`src/ntm_data_pkg.sv`:
```
/*
 * NTM write unit data path definitions
 * Signed Q8.8 fixed-point word, full product width and the
 * saturation limits used by the update pipeline
 */

`default_nettype none

package ntm_data_pkg;

  ////////////////////////////////////////
  // Word format
  ////////////////////////////////////////

  localparam int DATA_W    = 16;
  localparam int FRAC_BITS = 8;
  localparam int PROD_W    = 2 * DATA_W;

  // One memory, weight or key element
  typedef logic signed [DATA_W-1:0] ntm_word_t;

  // Full precision product before rounding
  typedef logic signed [PROD_W-1:0] ntm_prod_t;

  // Saturation limits
  localparam ntm_word_t WORD_MAX = 16'sh7FFF;
  localparam ntm_word_t WORD_MIN = -16'sh8000;

  // Half an LSB of the result, added before the shift for round half up
  localparam ntm_prod_t ROUND_HALF = ntm_prod_t'(1) <<< (FRAC_BITS - 1);

endpackage

`default_nettype wire

```
`src/ntm_ctrl_pkg.sv`:
```
/*
 * NTM write unit control definitions
 * Runtime size limits, index and size types and the
 * write sequencer states
 */

`default_nettype none

package ntm_ctrl_pkg;

  ////////////////////////////////////////
  // Size limits
  ////////////////////////////////////////

  localparam int MAX_N = 16;
  localparam int MAX_W = 16;

  // Index covers the larger of the two dimensions
  localparam int INDEX_W = $clog2((MAX_N > MAX_W) ? MAX_N : MAX_W);
  // One extra bit so a size of 16 fits
  localparam int SIZE_W  = INDEX_W + 1;

  typedef logic [SIZE_W-1:0]  ntm_size_t;
  typedef logic [INDEX_W-1:0] ntm_index_t;

  ////////////////////////////////////////
  // Write sequencer states
  ////////////////////////////////////////

  typedef enum logic [2:0] {
    IDLE,
    LOAD_A,
    LOAD_W,
    UPDATE,
    DRAIN
  } ntm_write_state_t;

endpackage

`default_nettype wire

```
`src/ntm_key_buffer.sv`:
```
/*
 * Add vector buffer
 * Holds a(k) for the whole operation, one word per write strobe,
 * read back asynchronously by column index
 */

`timescale 1ns/1ps
`default_nettype none

module ntm_key_buffer
  import ntm_data_pkg::*;
  import ntm_ctrl_pkg::*;
(
  input  wire        CLK,
  input  wire        RST,

  // Write side, driven during LOAD_A
  input  wire        write,
  input  ntm_index_t write_index,
  input  ntm_word_t  write_data,

  // Read side, indexed by the current column
  input  ntm_index_t read_index,
  output ntm_word_t  read_data
);

  // Register array, one entry per column
  ntm_word_t key_mem [MAX_W];

  always_ff @(posedge CLK or posedge RST) begin
    if (RST) begin
      for (int i = 0; i < MAX_W; i++) begin
        key_mem[i] <= '0;
      end
    end else if (write) begin
      key_mem[write_index] <= write_data;
    end
  end

  // Combinational read
  // so a(k) meets the old word in the issue cycle
  assign read_data = key_mem[read_index];

endmodule

`default_nettype wire

```
`src/ntm_update_pipe.sv`:
```
/*
 * NTM update pipeline
 * Stage 1 forms w(j)*a(k), rounded half up and saturated to a word
 * Stage 2 adds the old memory word with saturation
 * Row end and operation end markers travel alongside the data
 */

`timescale 1ns/1ps
`default_nettype none

module ntm_update_pipe
  import ntm_data_pkg::*;
(
  input  wire       CLK,
  input  wire       RST,

  // Issue side
  input  wire       issue,
  input  ntm_word_t weight,
  input  ntm_word_t key,
  input  ntm_word_t old_word,
  input  wire       row_last,
  input  wire       op_last,

  // Result side
  output ntm_word_t new_word,
  output logic      new_valid,
  output wire       new_row_last,
  output wire       done
);

  ////////////////////////////////////////
  // Stage 1, product
  ////////////////////////////////////////

  ntm_prod_t prod_full;
  ntm_prod_t prod_round;
  ntm_prod_t prod_shift;
  ntm_word_t prod_sat;

  // Stage 1 registers
  logic      s1_valid;
  logic      s1_row_last;
  logic      s1_op_last;
  ntm_word_t s1_prod;
  ntm_word_t s1_old;

  // Stage 2 marker bits
  logic      s2_row_last;
  logic      s2_op_last;

  // Full 32-bit signed product
  assign prod_full  = weight * key;
  // Round half up, then drop the fraction bits
  assign prod_round = prod_full + ROUND_HALF;
  assign prod_shift = prod_round >>> FRAC_BITS;

  // Clamp the scaled product to the word range
  always_comb begin
    if (prod_shift > ntm_prod_t'(WORD_MAX)) begin
      prod_sat = WORD_MAX;
    end else if (prod_shift < ntm_prod_t'(WORD_MIN)) begin
      prod_sat = WORD_MIN;
    end else begin
      prod_sat = prod_shift[DATA_W-1:0];
    end
  end

  always_ff @(posedge CLK or posedge RST) begin
    if (RST) begin
      s1_valid <= 1'b0;
    end else begin
      s1_valid <= issue;
    end
  end

  // Payload and markers only move with an issued element
  always_ff @(posedge CLK) begin
    if (issue) begin
      s1_prod     <= prod_sat;
      s1_old      <= old_word;
      s1_row_last <= row_last;
      s1_op_last  <= op_last;
    end
  end

  ////////////////////////////////////////
  // Stage 2, sum
  ////////////////////////////////////////

  logic signed [DATA_W:0] sum_wide;
  ntm_word_t              sum_sat;

  // One guard bit catches the overflow
  assign sum_wide = s1_prod + s1_old;

  always_comb begin
    if (sum_wide[DATA_W] != sum_wide[DATA_W-1]) begin
      sum_sat = sum_wide[DATA_W] ? WORD_MIN : WORD_MAX;
    end else begin
      sum_sat = sum_wide[DATA_W-1:0];
    end
  end

  always_ff @(posedge CLK or posedge RST) begin
    if (RST) begin
      new_word    <= '0;
      new_valid   <= 1'b0;
      s2_row_last <= 1'b0;
      s2_op_last  <= 1'b0;
    end else begin
      new_valid <= s1_valid;
      if (s1_valid) begin
        new_word    <= sum_sat;
        s2_row_last <= s1_row_last;
        s2_op_last  <= s1_op_last;
      end
    end
  end

  // Markers only count with a valid word
  assign new_row_last = new_valid & s2_row_last;
  assign done         = new_valid & s2_op_last;

endmodule

`default_nettype wire

```
`src/ntm_write_control.sv`:
```
/*
 * NTM write sequencer
 * Latches the sizes on start, loads a(k), then for each row takes
 * w(j) and turns every accepted old word into one pipeline issue
 * Waits in DRAIN for the last result before going idle
 */

`timescale 1ns/1ps
`default_nettype none

module ntm_write_control
  import ntm_data_pkg::*;
  import ntm_ctrl_pkg::*;
(
  input  wire        CLK,
  input  wire        RST,

  // Host strobes
  input  wire        start,
  input  ntm_size_t  size_n,
  input  ntm_size_t  size_w,
  input  wire        a_in_enable,
  input  wire        w_in_enable,
  input  wire        m_in_enable,
  input  ntm_word_t  w_in,

  // Last result has left the pipeline
  input  wire        pipe_done,

  // Key buffer control
  output wire        buf_write,
  output ntm_index_t buf_write_index,
  output ntm_index_t buf_read_index,

  // Pipeline issue
  output wire        issue,
  output ntm_word_t  issue_weight,
  output wire        issue_row_last,
  output wire        issue_op_last
);

  ////////////////////////////////////////
  // State and counters
  ////////////////////////////////////////

  ntm_write_state_t state;
  ntm_size_t        size_n_q;
  ntm_size_t        size_w_q;
  ntm_index_t       k_count;
  ntm_index_t       j_count;
  ntm_word_t        weight_q;

  logic             w_accept;
  logic             k_last;
  logic             j_last;

  // Last column and last row of the latched sizes
  assign k_last = (ntm_size_t'(k_count) + ntm_size_t'(1)) == size_w_q;
  assign j_last = (ntm_size_t'(j_count) + ntm_size_t'(1)) == size_n_q;

  // Strobes only count in their own phase
  assign buf_write = (state == LOAD_A) && a_in_enable;
  assign w_accept  = (state == LOAD_W) && w_in_enable;
  assign issue     = (state == UPDATE) && m_in_enable;

  assign buf_write_index = k_count;
  assign buf_read_index  = k_count;

  assign issue_weight   = weight_q;
  assign issue_row_last = k_last;
  assign issue_op_last  = k_last && j_last;

  ////////////////////////////////////////
  // Sequencer
  ////////////////////////////////////////

  always_ff @(posedge CLK or posedge RST) begin
    if (RST) begin
      state    <= IDLE;
      size_n_q <= '0;
      size_w_q <= '0;
      k_count  <= '0;
      j_count  <= '0;
    end else begin
      case (state)
        IDLE: begin
          if (start) begin
            size_n_q <= size_n;
            size_w_q <= size_w;
            k_count  <= '0;
            j_count  <= '0;
            state    <= LOAD_A;
          end
        end
        LOAD_A: begin
          // One a(k) per strobe
          if (buf_write) begin
            if (k_last) begin
              k_count <= '0;
              state   <= LOAD_W;
            end else begin
              k_count <= k_count + 1'b1;
            end
          end
        end
        LOAD_W: begin
          if (w_accept) begin
            state <= UPDATE;
          end
        end
        UPDATE: begin
          if (issue) begin
            if (!k_last) begin
              k_count <= k_count + 1'b1;
            end else if (j_last) begin
              // Last element of the operation issued
              k_count <= '0;
              j_count <= '0;
              state   <= DRAIN;
            end else begin
              k_count <= '0;
              j_count <= j_count + 1'b1;
              state   <= LOAD_W;
            end
          end
        end
        DRAIN: begin
          // start ignored here
          if (pipe_done) begin
            state <= IDLE;
          end
        end
        default: begin
          state <= IDLE;
        end
      endcase
    end
  end

  // w(j) held for the whole row
  always_ff @(posedge CLK) begin
    if (w_accept) begin
      weight_q <= w_in;
    end
  end

endmodule

`default_nettype wire

```
`src/ntm_write_top.sv`:
```
/*
 * NTM memory write unit
 * New M(j,k) = M(j,k) + w(j)*a(k), streamed row by row
 * Sequencer, add vector buffer and update pipeline
 */

`timescale 1ns/1ps
`default_nettype none

module ntm_write_top
  import ntm_data_pkg::*;
  import ntm_ctrl_pkg::*;
(
  input  wire       CLK,
  input  wire       RST,

  // Control
  input  wire       start,
  input  ntm_size_t size_n,
  input  ntm_size_t size_w,
  output wire       ready,

  // Input streams
  input  ntm_word_t a_in,
  input  wire       a_in_enable,
  input  ntm_word_t w_in,
  input  wire       w_in_enable,
  input  ntm_word_t m_in,
  input  wire       m_in_enable,

  // Output stream
  output ntm_word_t m_out,
  output wire       m_out_enable,
  output wire       m_out_j_enable
);

  ////////////////////////////////////////
  // Internal nets
  ////////////////////////////////////////

  // Key buffer
  wire        buf_write;
  ntm_index_t buf_write_index;
  ntm_index_t buf_read_index;
  ntm_word_t  key_word;

  // Pipeline issue
  wire        issue;
  ntm_word_t  issue_weight;
  wire        issue_row_last;
  wire        issue_op_last;

  ntm_write_control u_control (
    .CLK            (CLK),
    .RST            (RST),
    .start          (start),
    .size_n         (size_n),
    .size_w         (size_w),
    .a_in_enable    (a_in_enable),
    .w_in_enable    (w_in_enable),
    .m_in_enable    (m_in_enable),
    .w_in           (w_in),
    .pipe_done      (ready),
    .buf_write      (buf_write),
    .buf_write_index(buf_write_index),
    .buf_read_index (buf_read_index),
    .issue          (issue),
    .issue_weight   (issue_weight),
    .issue_row_last (issue_row_last),
    .issue_op_last  (issue_op_last)
  );

  // a_in goes straight into the buffer
  ntm_key_buffer u_key_buffer (
    .CLK        (CLK),
    .RST        (RST),
    .write      (buf_write),
    .write_index(buf_write_index),
    .write_data (a_in),
    .read_index (buf_read_index),
    .read_data  (key_word)
  );

  // m_in is the old word, taken in the issue cycle
  ntm_update_pipe u_update_pipe (
    .CLK         (CLK),
    .RST         (RST),
    .issue       (issue),
    .weight      (issue_weight),
    .key         (key_word),
    .old_word    (m_in),
    .row_last    (issue_row_last),
    .op_last     (issue_op_last),
    .new_word    (m_out),
    .new_valid   (m_out_enable),
    .new_row_last(m_out_j_enable),
    .done        (ready)
  );

endmodule

`default_nettype wire

```
`config.mk`:
```
export PLATFORM = sky130hd
export DESIGN_NAME = ntm_write_top
export DESIGN_NICKNAME = d
export VERILOG_FILES = /design/src/ntm_data_pkg.sv /design/src/ntm_ctrl_pkg.sv /design/src/ntm_key_buffer.sv /design/src/ntm_update_pipe.sv /design/src/ntm_write_control.sv /design/src/ntm_write_top.sv
export SDC_FILE = /design/constraint.sdc
export NUM_CORES = 1
export LEC_CHECK = 0
export BUFFER_PORTS_ARGS = -buffer_cell sky130_fd_sc_hd__buf_2
export CELL_PAD_IN_SITES_DETAIL_PLACEMENT = 1
export CELL_PAD_IN_SITES_GLOBAL_PLACEMENT = 1
export CORE_MARGIN = 1.5
export CORE_UTILIZATION = 50
export CTS_CLUSTER_DIAMETER = 200
export DETAILED_ROUTE_END_ITERATION = 16
export PLACE_DENSITY_LB_ADDON = 0.1
export SYNTH_ARGS = -nofsm -noshare
export SYNTH_HDL_FRONTEND = slang
export SYNTH_SLANG_ARGS = --single-unit
```
`constraint.sdc`:
```
create_clock -name CLK -period 20.4 [get_ports CLK]
set_input_delay 1.02 -clock CLK [delete_from_list [all_inputs] [get_ports CLK]]
set_output_delay 1.02 -clock CLK [all_outputs]
set_load 0.05 [all_outputs]
```
==> flow_metrics.py, run 1 <==
metrics = {
    "status": {
        "outcome": "completed",
    },
    "cts": {
        "cts_tree": "built",
        "numClockSinks": 347,
        "clockBufferDepth": 3,
        "cts_made_buffers": 40,
        "ctsResizeCount": 0,
        "cts_root_buffer": "clkbuf_16",
        "postCtsSetupBuffers": 0,
        "h-tree-depth": 2,
        "cts_hold_buf": 0,
        "clock_latency_ns": 0.58,
        "path_clk_slew_ns": 0.06,
    },
    "worst_setup_path": {
        "critPathTopFamily": "adder cells",
        "r2r_end": "u_update_pipe.s1_prod[9]$_SDFFCE_PN1P_",
        "cp_max_fo": 41,
        "ff2ff_path_depth": 25,
        "cp-start-kind": "register",
        "cp.buffers_inverters": 5,
        "rrSetupSlack_ns": 10.45,
        "crit_type": "reg -> reg",
        "arrival_ns": 10.25,
        "reg2reg_from": "u_control.buf_read_index[0]$_DFFE_PP0P_",
        "cp.required_ns": 20.70,
        "cp-end-kind": "register",
        "crit_path_top_delay_cell": "dfrtp_4",
        "max_stage_delay_ns": 0.77,
    },
    "global_routing": {
        "antenna_found_initial": 2,
        "grt_pass1_wl_mm": 105,
        "grtUsageTotal_pct": 25.8,
        "grt_max_degree": 168,
        "grt_pass1_vias": 18522,
        "grt_overflow": 0,
    },
    "sta": {
        "timing.setup.tns_ns": 0,
        "hold_viol": 0,
        "skew_ns": 0.0309,
        "max_slew_margin_pct": 23.0,
        "setup_viol": 0,
        "period_share_pct": 48.8,
        "tightest_slew_ns": 1.15,
        "slew_violations": 0,
        "rsz0062_at_grt": "false",
        "final.min_clock_period_ns": 9.95,
        "fmax_mhz": 100,
        "hold_ws_ns": 0.484,
    },
    "routing": {
        "wl_mm": 66.0,
        "ant_nets": 0,
        "drc": 0,
        "dr.pass1.iters": 4,
        "drt_first_iter_violations": 678,
        "num_vias": 16215,
        "wl_per_cell_um": 22.7,
        "viasPerCell": 5.57,
    },
    "floorplan": {
        "die-width_um": 230,
        "die_y_um": 230,
        "pin_count": 83,
        "coreArea_sq_um": 51200,
        "dieArea_sq_um": 53100,
        "start_util_pct": 50.5,
        "rows": 83,
    },
    "yosys": {
        "synth_xor_area_share_pct": 1.79,
        "synth_mux_area_share_pct": 19.0,
        "synth_compound_area_share_pct": 4.48,
        "seq_area_frac_synth_pct": 34.6,
        "synth_fa_ha_area_share_pct": 25.3,
        "syn-instance-count": 2156,
        "syn_area_per_cell_sq_um": 12.0,
        "syn-num-nets": 2581,
        "ys.flop_type": "dfrtp_1",
        "synth_edf_count": 50,
        "ys_ff_latch": 347,
        "synthSimpleGateAreaFrac_pct": 8.20,
        "ys_types": 70,
        "synthArstFlopShare_pct": 85.6,
        "synth_top_family_by_area": "adder cells",
        "synthesis.area_sq_um": 25900,
        "yosysWarnings": 0,
    },
    "finish": {
        "syn_to_final_growth_pct": 9.34,
        "final_common_cell": "inv_1",
        "final_cell_mix": "342 x inv_1, 295 x dfrtp_1, 274 x mux2_2",
        "final_nets": 2627,
        "drive_gt1_share_pct": 24.8,
    },
    "placed_design": {
        "port_buffers": 82,
        "routabilityCongestion": 0.833,
        "dp_hpwl_mm": 46.7,
    },
    "power": {
        "switchingPower_w": 0.000345,
        "p_per_area_nw_per_um2": 53.0,
        "p_int_w": 0.00115,
        "ir_drop_mv": 0.0795,
        "switching_share_pct": 23.0,
        "p_leak_nw": 14.2,
        "power_frac_comb_pct": 4.1,
        "clockPowerShare_pct": 48.6,
        "total_power_w": 0.00150,
        "p_seq_share_pct": 47.2,
    },
    "hold_path": {
        "min_from": "u_update_pipe.new_word[10]$_DFFE_PP0P_",
        "holdPathStages": 2,
        "holdPathEnd": "u_update_pipe.new_word[10]$_DFFE_PP0P_",
        "hold_path.class": "reg -> reg",
    },
    "run": {
        "maxCapViolCount": 0,
    },
}
sequential cells by signal, indices dropped and copies added, names as in the netlist, 3 cells and up:
register and flops:
u_control.state 3, u_control.issue_weight 16, u_control.size_w_q 5, u_update_pipe.s1_prod 16, u_key_buffer.key_mem 256, u_update_pipe.s1_old 16, u_control.size_n_q 5, u_control.j_count 4
u_control.buf_read_index 4, u_update_pipe.new_word 16
worst max path at each step:
stage,from,end,slack [ns],cells after the start
2_1_floorplan,RST,u_control.buf_read_index[0]$_DFFE_PP0P_,11.18,1
3_3_place_gp,u_control.buf_read_index[0]$_DFFE_PP0P_,u_update_pipe.s1_prod[12]$_SDFFCE_PN1P_,10.66,25
5_1_grt,u_control.buf_read_index[0]$_DFFE_PP0P_,u_update_pipe.s1_prod[9]$_SDFFCE_PN1P_,9.91,25
3_5_place_dp,u_control.buf_read_index[0]$_DFFE_PP0P_,u_update_pipe.s1_prod[2]$_SDFFCE_PN1P_,10.41,25
4_1_cts,u_control.buf_read_index[0]$_DFFE_PP0P_,u_update_pipe.s1_prod[9]$_SDFFCE_PN1P_,10.40,25
6_report,u_control.buf_read_index[0]$_DFFE_PP0P_,u_update_pipe.s1_prod[9]$_SDFFCE_PN1P_,10.45,25
through the flow:
step | util, % | setup slack (ns) | std cells | cell area [sq um]
after detailed placement | 52.6 | 10.41 | 2840 | 26900
final | 55.2 | 10.45 | 2912 | 28300
after floorplan | - | 11.18 | 2156 | 25900
after CTS | 55.2 | 10.40 | 2911 | 28300
after global placement | 52.6 | 10.66 | 2840 | 26900
after global routing | 55.2 | 9.91 | 2912 | 28300
cells by family (layout without fill, tap and decap cells):
| family | after synthesis | count (layout) |
|---|---|---|
| AOI/OAI and AO/OA | 168 | 168 |
| adders and majority gates | 366 | 366 |
| buffers and inverters | 447 | 522 |
| DFF | 347 | 347 |
| and+or+nand+nor | 416 | 416 |
| xor gates and xnor gates | 52 | 52 |
| other | 0 | 1 |
| muxes | 360 | 360 |
worst min-delay path, delay by kind of cell (launching register included):
family	cells	cell delay, ns
DFF	1	0.34
AOI/OAI and AO/OA	1	0.05
and+or+nand+nor	1	0.05
layout make-up:
type | count | area (sq um)
clock inverters | 13 | 140
well taps | 680 | 851
repair buffers | 107 | 611
diodes | 1 | 2.50
fillers | 5241 | 22900
flip-flops and latches | 347 | 8940
inverters | 344 | 1300
clock buffers | 58 | 1210
multi-input cells | 1362 | 15200
Yosys cell counts (3+ instances only):
| library cell | count | area share (%) |
|---|---|---|
| nor3_1 | 12 | 0.23 |
| nor2_1 | 46 | 0.67 |
| a21oi_2 | 3 | 0.10 |
| fa_1 | 263 | 20 |
| o21bai_1 | 4 | 0.12 |
| and3_1 | 5 | 0.12 |
| dfrtp_1 | 297 | 29 |
| or2_2 | 7 | 0.17 |
| nand3_1 | 11 | 0.21 |
| xor2_1 | 13 | 0.44 |
| buf_1 | 9 | 0.13 |
| edfxtp_1 | 50 | 5.8 |
| and2b_1 | 3 | 0.087 |
| mux2_2 | 274 | 12 |
| mux2i_1 | 8 | 0.31 |
| clkbuf_1 | 86 | 1.2 |
| nor2b_1 | 14 | 0.34 |
| and2_1 | 130 | 3.1 |
| a311oi_1 | 3 | 0.10 |
| buf_2 | 3 | 0.058 |
| inv_1 | 343 | 5.0 |
| or3_1 | 3 | 0.073 |
| mux4_2 | 77 | 6.7 |
| nand2_1 | 154 | 2.2 |
| nand2b_1 | 12 | 0.29 |
| a21o_1 | 37 | 1.1 |
| buf_6 | 3 | 0.13 |
| o21a_1 | 3 | 0.087 |
| a31oi_1 | 8 | 0.19 |
| ha_1 | 98 | 4.7 |
| a211o_1 | 4 | 0.14 |
| xnor2_1 | 38 | 1.3 |
| o31ai_1 | 9 | 0.26 |
| a21oi_1 | 37 | 0.72 |
| maj3_1 | 5 | 0.19 |
| o21ai_0 | 32 | 0.62 |
| a211oi_1 | 5 | 0.15 |
| nand4_1 | 7 | 0.17 |
routing by layer:
metal	vias up	global-route usage (%)	wire length, um
met5	-	0	17
li1	7184	-	-
met3	131	3.54	2400
met1	8607	33.6	28200
met4	2	8.44	2000
met2	291	44.6	33400
power groups by stage:
stage | Combinational (W) | Sequential, W | Clock, W
2_1_floorplan | 0.0000434 | 0.000718 | 0
3_3_place_gp | 0.0000615 | 0.000721 | 0
3_5_place_dp | 0.0000639 | 0.000721 | 0
4_1_cts | 0.0000639 | 0.000708 | 0.000747
5_1_grt | 0.0000695 | 0.000708 | 0.000772
6_report | 0.0000621 | 0.000708 | 0.000729
(Power assumes the default switching activity.)
==> run 2, diff against run 1 <==
clock period = 9.5 ns   (was 20.4 ns; I/O delays follow)
==> run 2 against run 1 <==
Largest cell class unchanged. Total power rose by 110%. Fmax is 11% higher. Routed wire length decreased by 1.3%. The run now ends with negative hold slack left. Clock skew increased by 0.0053 ns.
==> flow_metrics.py, run 2 (synthesis results as in run 1) <==
metrics = {
    "status": {
        "outcome": "finished, violations left",
        "failed_checks": "negative hold slack",
    },
    "floorplan": {
        "coreArea_sq_um": 51200,
        "die_y_um": 230,
        "dieArea_sq_um": 53100,
        "rows": 83,
        "die-width_um": 230,
        "start_util_pct": 50.5,
        "pin_count": 83,
    },
    "hold_path": {
        "hold_path.class": "in -> async",
    },
    "worst_setup_path": {
        "reg2reg_from": "u_control.buf_read_index[0]$_DFFE_PP0P_",
        "cp-start-kind": "register",
        "cp-end-kind": "register",
        "rrSetupSlack_ns": 0.52,
        "arrival_ns": 9.31,
        "cp_max_fo": 26,
        "critPathLaunch": "u_control.buf_read_index[0]$_DFFE_PP0P_",
        "ff2ff_path_depth": 24,
        "crit_type": "reg -> reg",
        "r2r_end": "u_update_pipe.s1_prod[12]$_SDFFCE_PN1P_",
        "cp.required_ns": 9.82,
    },
    "routing": {
        "wl_mm": 65.1,
        "num_vias": 16115,
        "drc": 0,
        "ant_nets": 0,
        "dr.pass1.iters": 5,
        "drt_first_iter_violations": 680,
        "wl_per_cell_um": 22.3,
        "viasPerCell": 5.51,
    },
    "global_routing": {
        "grtUsageTotal_pct": 25.7,
        "antenna_found_initial": 2,
        "grt_pass1_wl_mm": 105,
        "grt_overflow": 0,
        "grt_max_degree": 93,
        "grt_pass1_vias": 18454,
    },
    "finish": {
        "regMostFlops": "u_key_buffer.key_mem",
        "design_area_sq_um": 28300,
        "final_cell_mix": "342 x inv_1, 295 x dfrtp_1, 274 x mux2_2",
        "final_util_pct": 55.4,
        "final_nets": 2636,
        "syn_to_final_growth_pct": 9.63,
        "drive_gt1_share_pct": 25.1,
        "largest_reg_flops": 256,
        "final_common_cell": "inv_1",
    },
    "sta": {
        "rsz0062_at_grt": "false",
        "max_slew_margin_pct": 23.7,
        "fmax_mhz": 111,
        "fin_ws_ns": 0.515,
        "timing.setup.tns_ns": 0,
        "hold_viol": 7,
        "final.min_clock_period_ns": 8.98,
        "hold_ws_ns": -0.0257,
        "setup_viol": 0,
        "period_share_pct": 94.6,
        "tightest_slew_ns": 1.14,
        "slew_violations": 0,
        "skew_ns": 0.0362,
    },
    "cts": {
        "cts_hold_buf": 0,
        "numClockSinks": 347,
        "path_clk_slew_ns": 0.06,
        "cts_tree": "built",
        "ctsResizeCount": 0,
        "h-tree-depth": 2,
        "clockBufferDepth": 3,
        "postCtsSetupBuffers": 0,
        "cts_made_buffers": 40,
        "cts_root_buffer": "clkbuf_16",
        "clock_latency_ns": 0.57,
    },
    "power": {
        "p_leak_nw": 14.2,
        "p_per_area_nw_per_um2": 113,
        "ir_drop_mv": 0.155,
    },
    "placed_design": {
        "routabilityCongestion": 0.841,
        "dp_hpwl_mm": 47.6,
        "placed_cell_area_sq_um": 27000,
        "port_buffers": 82,
        "pre_cts_ws_ns": 0.361,
    },
    "run": {
        "maxCapViolCount": 0,
    },
}
[run 2: metal layers]
| metal | global-route usage (%) | share of wire (%) |
|---|---|---|
| met4 | 7.11 | 2.3 |
| met5 | 0 | 0 |
| met2 | 45.0 | 51 |
| met1 | 34.0 | 45 |
| met3 | 2.66 | 2.3 |
[run 2: report_power, final]
group	switching (W)	leakage, nW	internal, W	total, W
sequential	0.00000713	4.56	0.00151	0.00152
combinational	0.0000894	9.03	0.0000483	0.000138
clock	0.000632	0.659	0.000920	0.00155
total	0.000729	14.2	0.00248	0.00321
[run 2: worst max-delay path, stage by stage (launching register included)]
cell	delay, ns
dfrtp_4	0.61
buf_12	0.27
buf_4	0.26
mux4_2	0.53
mux4_2	0.68
nand2_1	0.24
inv_1	0.10
fa_1	0.57
fa_1	0.47
fa_1	0.54
fa_1	0.52
fa_1	0.55
inv_1	0.06
fa_1	0.53
inv_1	0.04
ha_1	0.39
a21o_1	0.19
a21o_1	0.20
a21o_1	0.18
a21o_1	0.25
a311oi_1	0.37
o311ai_2	0.19
nor4_2	0.39
a41oi_4	0.31
a21o_1	0.26
[run 2: worst max-delay path by stage]
stage / cells past startpoint / slack [ns] / end
floorplan: 29 / 0.61 / u_update_pipe.s1_prod[9]$_SDFFCE_PN1P_
global placement: 24 / 0.56 / u_update_pipe.s1_prod[12]$_SDFFCE_PN1P_
detailed placement: 24 / 0.36 / u_update_pipe.s1_prod[6]$_SDFFCE_PN1P_
CTS: 24 / 0.37 / u_update_pipe.s1_prod[12]$_SDFFCE_PN1P_
global route: 24 / 0.10 / u_update_pipe.s1_prod[12]$_SDFFCE_PN1P_
finish: 24 / 0.52 / u_update_pipe.s1_prod[12]$_SDFFCE_PN1P_
[run 2: layout make-up]
type,instances,area (sq um)
Sequential cell,347,8940
Fill cell,5198,22900
Antenna cell,1,2.50
Tap cell,680,851
Inverter,344,1300
Timing Repair Buffer,116,703
Clock inverter,16,146
Clock buffer,57,1180
Multi-Input combinational cell,1362,15200
[run 2: per-stage QoR]
step | total power (W) | cells
global placement | 0.00168 | 2849
CTS | 0.00325 | 2922
detailed placement | 0.00169 | 2849
floorplan | 0.00164 | 2156
global route | 0.00332 | 2922
finish | 0.00321 | 2923
==> run 3, diff against run 2 <==
CELL_PAD_IN_SITES_DETAIL_PLACEMENT = not set   (was 1)
CELL_PAD_IN_SITES_GLOBAL_PLACEMENT = not set   (was 1)
CTS_BUF_LIST = sky130_fd_sc_hd__clkbuf_8   (was not set)
PLACE_DENSITY = 0.66   (was not set)
PLACE_DENSITY_LB_ADDON = not set   (was 0.1)
==> run 3 against run 2 <==
The run now ends clean. First-iteration DRC count rose by 47%. Clock skew fell by 0.018 ns. Sequential cell count did not move. Worst setup slack improved by 0.031 ns. Critical path depth fell by 1. Routed wire length fell by 11%. Design area rose by 0.85%. Count of clock-buffer cells in the layout rose by 21. Sequential power barely moved. Final cell count rose by 2.3%.
==> flow_metrics.py, run 3 (synthesis results as in run 1) <==
metrics = {
    "status": {
        "outcome": "completed",
    },
    "cts": {
        "path_clk_slew_ns": 0.06,
        "clock_latency_ns": 0.67,
        "cts_root_buffer": "clkbuf_8",
        "ctsResizeCount": 0,
        "cts_made_buffers": 60,
        "cts_tree": "built",
        "h-tree-depth": 2,
        "numClockSinks": 347,
        "clockBufferDepth": 3,
    },
    "power": {
        "ir_drop_mv": 0.113,
        "total_power_w": 0.00304,
        "p_per_area_nw_per_um2": 106,
        "p_leak_nw": 14.4,
    },
    "finish": {
        "largest_reg_flops": 256,
        "fillers": 4319,
        "final_cell_mix": "354 x inv_1, 295 x dfrtp_1, 274 x mux2_2",
        "regMostFlops": "u_key_buffer.key_mem",
        "final_common_cell": "inv_1",
        "syn_to_final_growth_pct": 10.6,
        "drive_gt1_share_pct": 25.4,
        "final_nets": 2681,
    },
    "floorplan": {
        "die_y_um": 230,
        "die-width_um": 230,
        "dieArea_sq_um": 53100,
        "rows": 83,
        "pin_count": 83,
        "start_util_pct": 50.5,
        "coreArea_sq_um": 51200,
    },
    "routing": {
        "drt_first_iter_violations": 1000,
        "wl_per_cell_um": 19.4,
        "dr.pass1.iters": 5,
        "wl_mm": 58.1,
        "ant_nets": 0,
        "drc": 0,
        "viasPerCell": 5.44,
        "num_vias": 16255,
    },
    "sta": {
        "rsz0062_at_grt": "false",
        "skew_ns": 0.0183,
        "final.min_clock_period_ns": 8.95,
        "tightest_slew_ns": 1.13,
        "setup_viol": 0,
        "fmax_mhz": 112,
        "timing.setup.tns_ns": 0,
        "slew_violations": 0,
        "hold_ws_ns": 0.000258,
        "period_share_pct": 94.3,
        "hold_viol": 0,
        "max_slew_margin_pct": 24.6,
    },
    "global_routing": {
        "grt_pass1_vias": 17522,
        "grt_overflow": 0,
        "grtUsageTotal_pct": 22.6,
        "antenna_found_initial": 2,
        "grt_pass1_wl_mm": 93.7,
        "grt_max_degree": 177,
    },
    "worst_setup_path": {
        "crit_path_top_delay_cell": "fa_1",
        "max_stage_delay_ns": 0.77,
        "cp-start-kind": "register",
        "arrival_ns": 9.37,
        "crit_chain": "buf_4, mux4_2, mux4_2, and2_1, fa_1, fa_1, fa_1, fa_1, fa_1, inv_1, fa_1, inv_1, ha_1, a21o_1, a21o_1, a21o_1, a21o_1, a21o_1, a311oi_1, o311ai_2, nor4_2, a41oi_2, a21o_1",
        "crit_type": "reg -> reg",
        "critPathTopFamily": "adder cells",
        "cp.buffers_inverters": 3,
        "cp-end-kind": "register",
        "cp_max_fo": 16,
        "cp.required_ns": 9.91,
    },
    "placed_design": {
        "port_buffers": 82,
        "routabilityCongestion": 0.861,
        "dp_hpwl_mm": 40.9,
    },
    "hold_path": {
        "hold_path.class": "in -> async",
    },
    "run": {
        "maxCapViolCount": 0,
    },
}
## run 3: cell types whose count changed in the layout (fill, tap and decap cells not counted), moves of 6 or more
| cell | change |
|---|---|
| dlygate4sd3_1 | +31 |
| clkbuf_1 | -7 |
| clkbuf_16 | -41 |
| clkinv_1 | +6 |
| buf_4 | -9 |
| inv_1 | +12 |
| clkbuf_8 | +69 |
## run 3: area by class of cell
| class | count | area, sq um | share of cell area (%) |
|---|---|---|---|
| Multi-Input combinational cell | 1362 | 15200 | 53.2 |
| Sequential cell | 347 | 8940 | 31.3 |
| Inverter | 344 | 1300 | 4.54 |
| Clock buffer | 78 | 1070 | 3.76 |
| Timing Repair Buffer | 141 | 1010 | 3.55 |
| Tap cell | 680 | 851 | 2.98 |
| Clock inverter | 34 | 185 | 0.648 |
| Antenna cell | 3 | 7.51 | 0.0263 |
## run 3: per-stage QoR
stage,worst slack [ns],std cells,utilization [%],area [sq um]
CTS,0.319,2985,55.8,28600
detailed placement,0.324,2842,52.7,27000
global placement,0.494,2842,52.7,27000
floorplan,0.608,2156,-,25900
global route,0.0668,2987,55.8,28600
finish,0.546,2989,55.8,28600
## run 3: layer usage
layer | routed length (um) | GRT usage (%) | vias to the layer above
met5 | 13 | 0 | -
met4 | 1240 | 6.29 | 2
met3 | 2710 | 3.46 | 92
met2 | 29500 | 39.9 | 409
met1 | 24600 | 29.0 | 8457
li1 | - | - | 7295
## run 3: where the power goes
part | internal (W) | total [W] | leakage, nW | switching [W]
clock | 0.000743 | 0.00138 | 0.696 | 0.000633
combinational | 0.0000579 | 0.000143 | 9.14 | 0.0000853
sequential | 0.00151 | 0.00152 | 4.56 | 0.00000840
total | 0.00231 | 0.00304 | 14.4 | 0.000727
## run 3: worst paths after layout
check / from / end / slack [ns] / depth (start not counted)
setup reg to reg: u_control.buf_read_index[0]$_DFFE_PP0P_ / u_update_pipe.s1_prod[0]$_SDFFCE_PN1P_ / 0.55 / 23
hold reg to reg: u_update_pipe.new_word[8]$_DFFE_PP0P_ / u_update_pipe.new_word[8]$_DFFE_PP0P_ / 0.48 / 2
max in group asynchronous: RST / u_key_buffer.key_mem[183]$_DFFE_PP0P_ / 8.09 / 3
min in group CLK: size_w[2] / u_control.size_w_q[2]$_DFFE_PP0P_ / 0.05 / 2
setup / recovery: u_control.buf_read_index[0]$_DFFE_PP0P_ / u_update_pipe.s1_prod[0]$_SDFFCE_PN1P_ / 0.55 / 23
hold / removal: RST / u_key_buffer.key_mem[91]$_DFFE_PP0P_ / 0.0003 / 2
## run 3: repair_timing
item,CTS,global route
setup endpoints to repair,0,15
hold endpoints to repair,31,0
hold buffers,31,0
buffers inserted,0,1
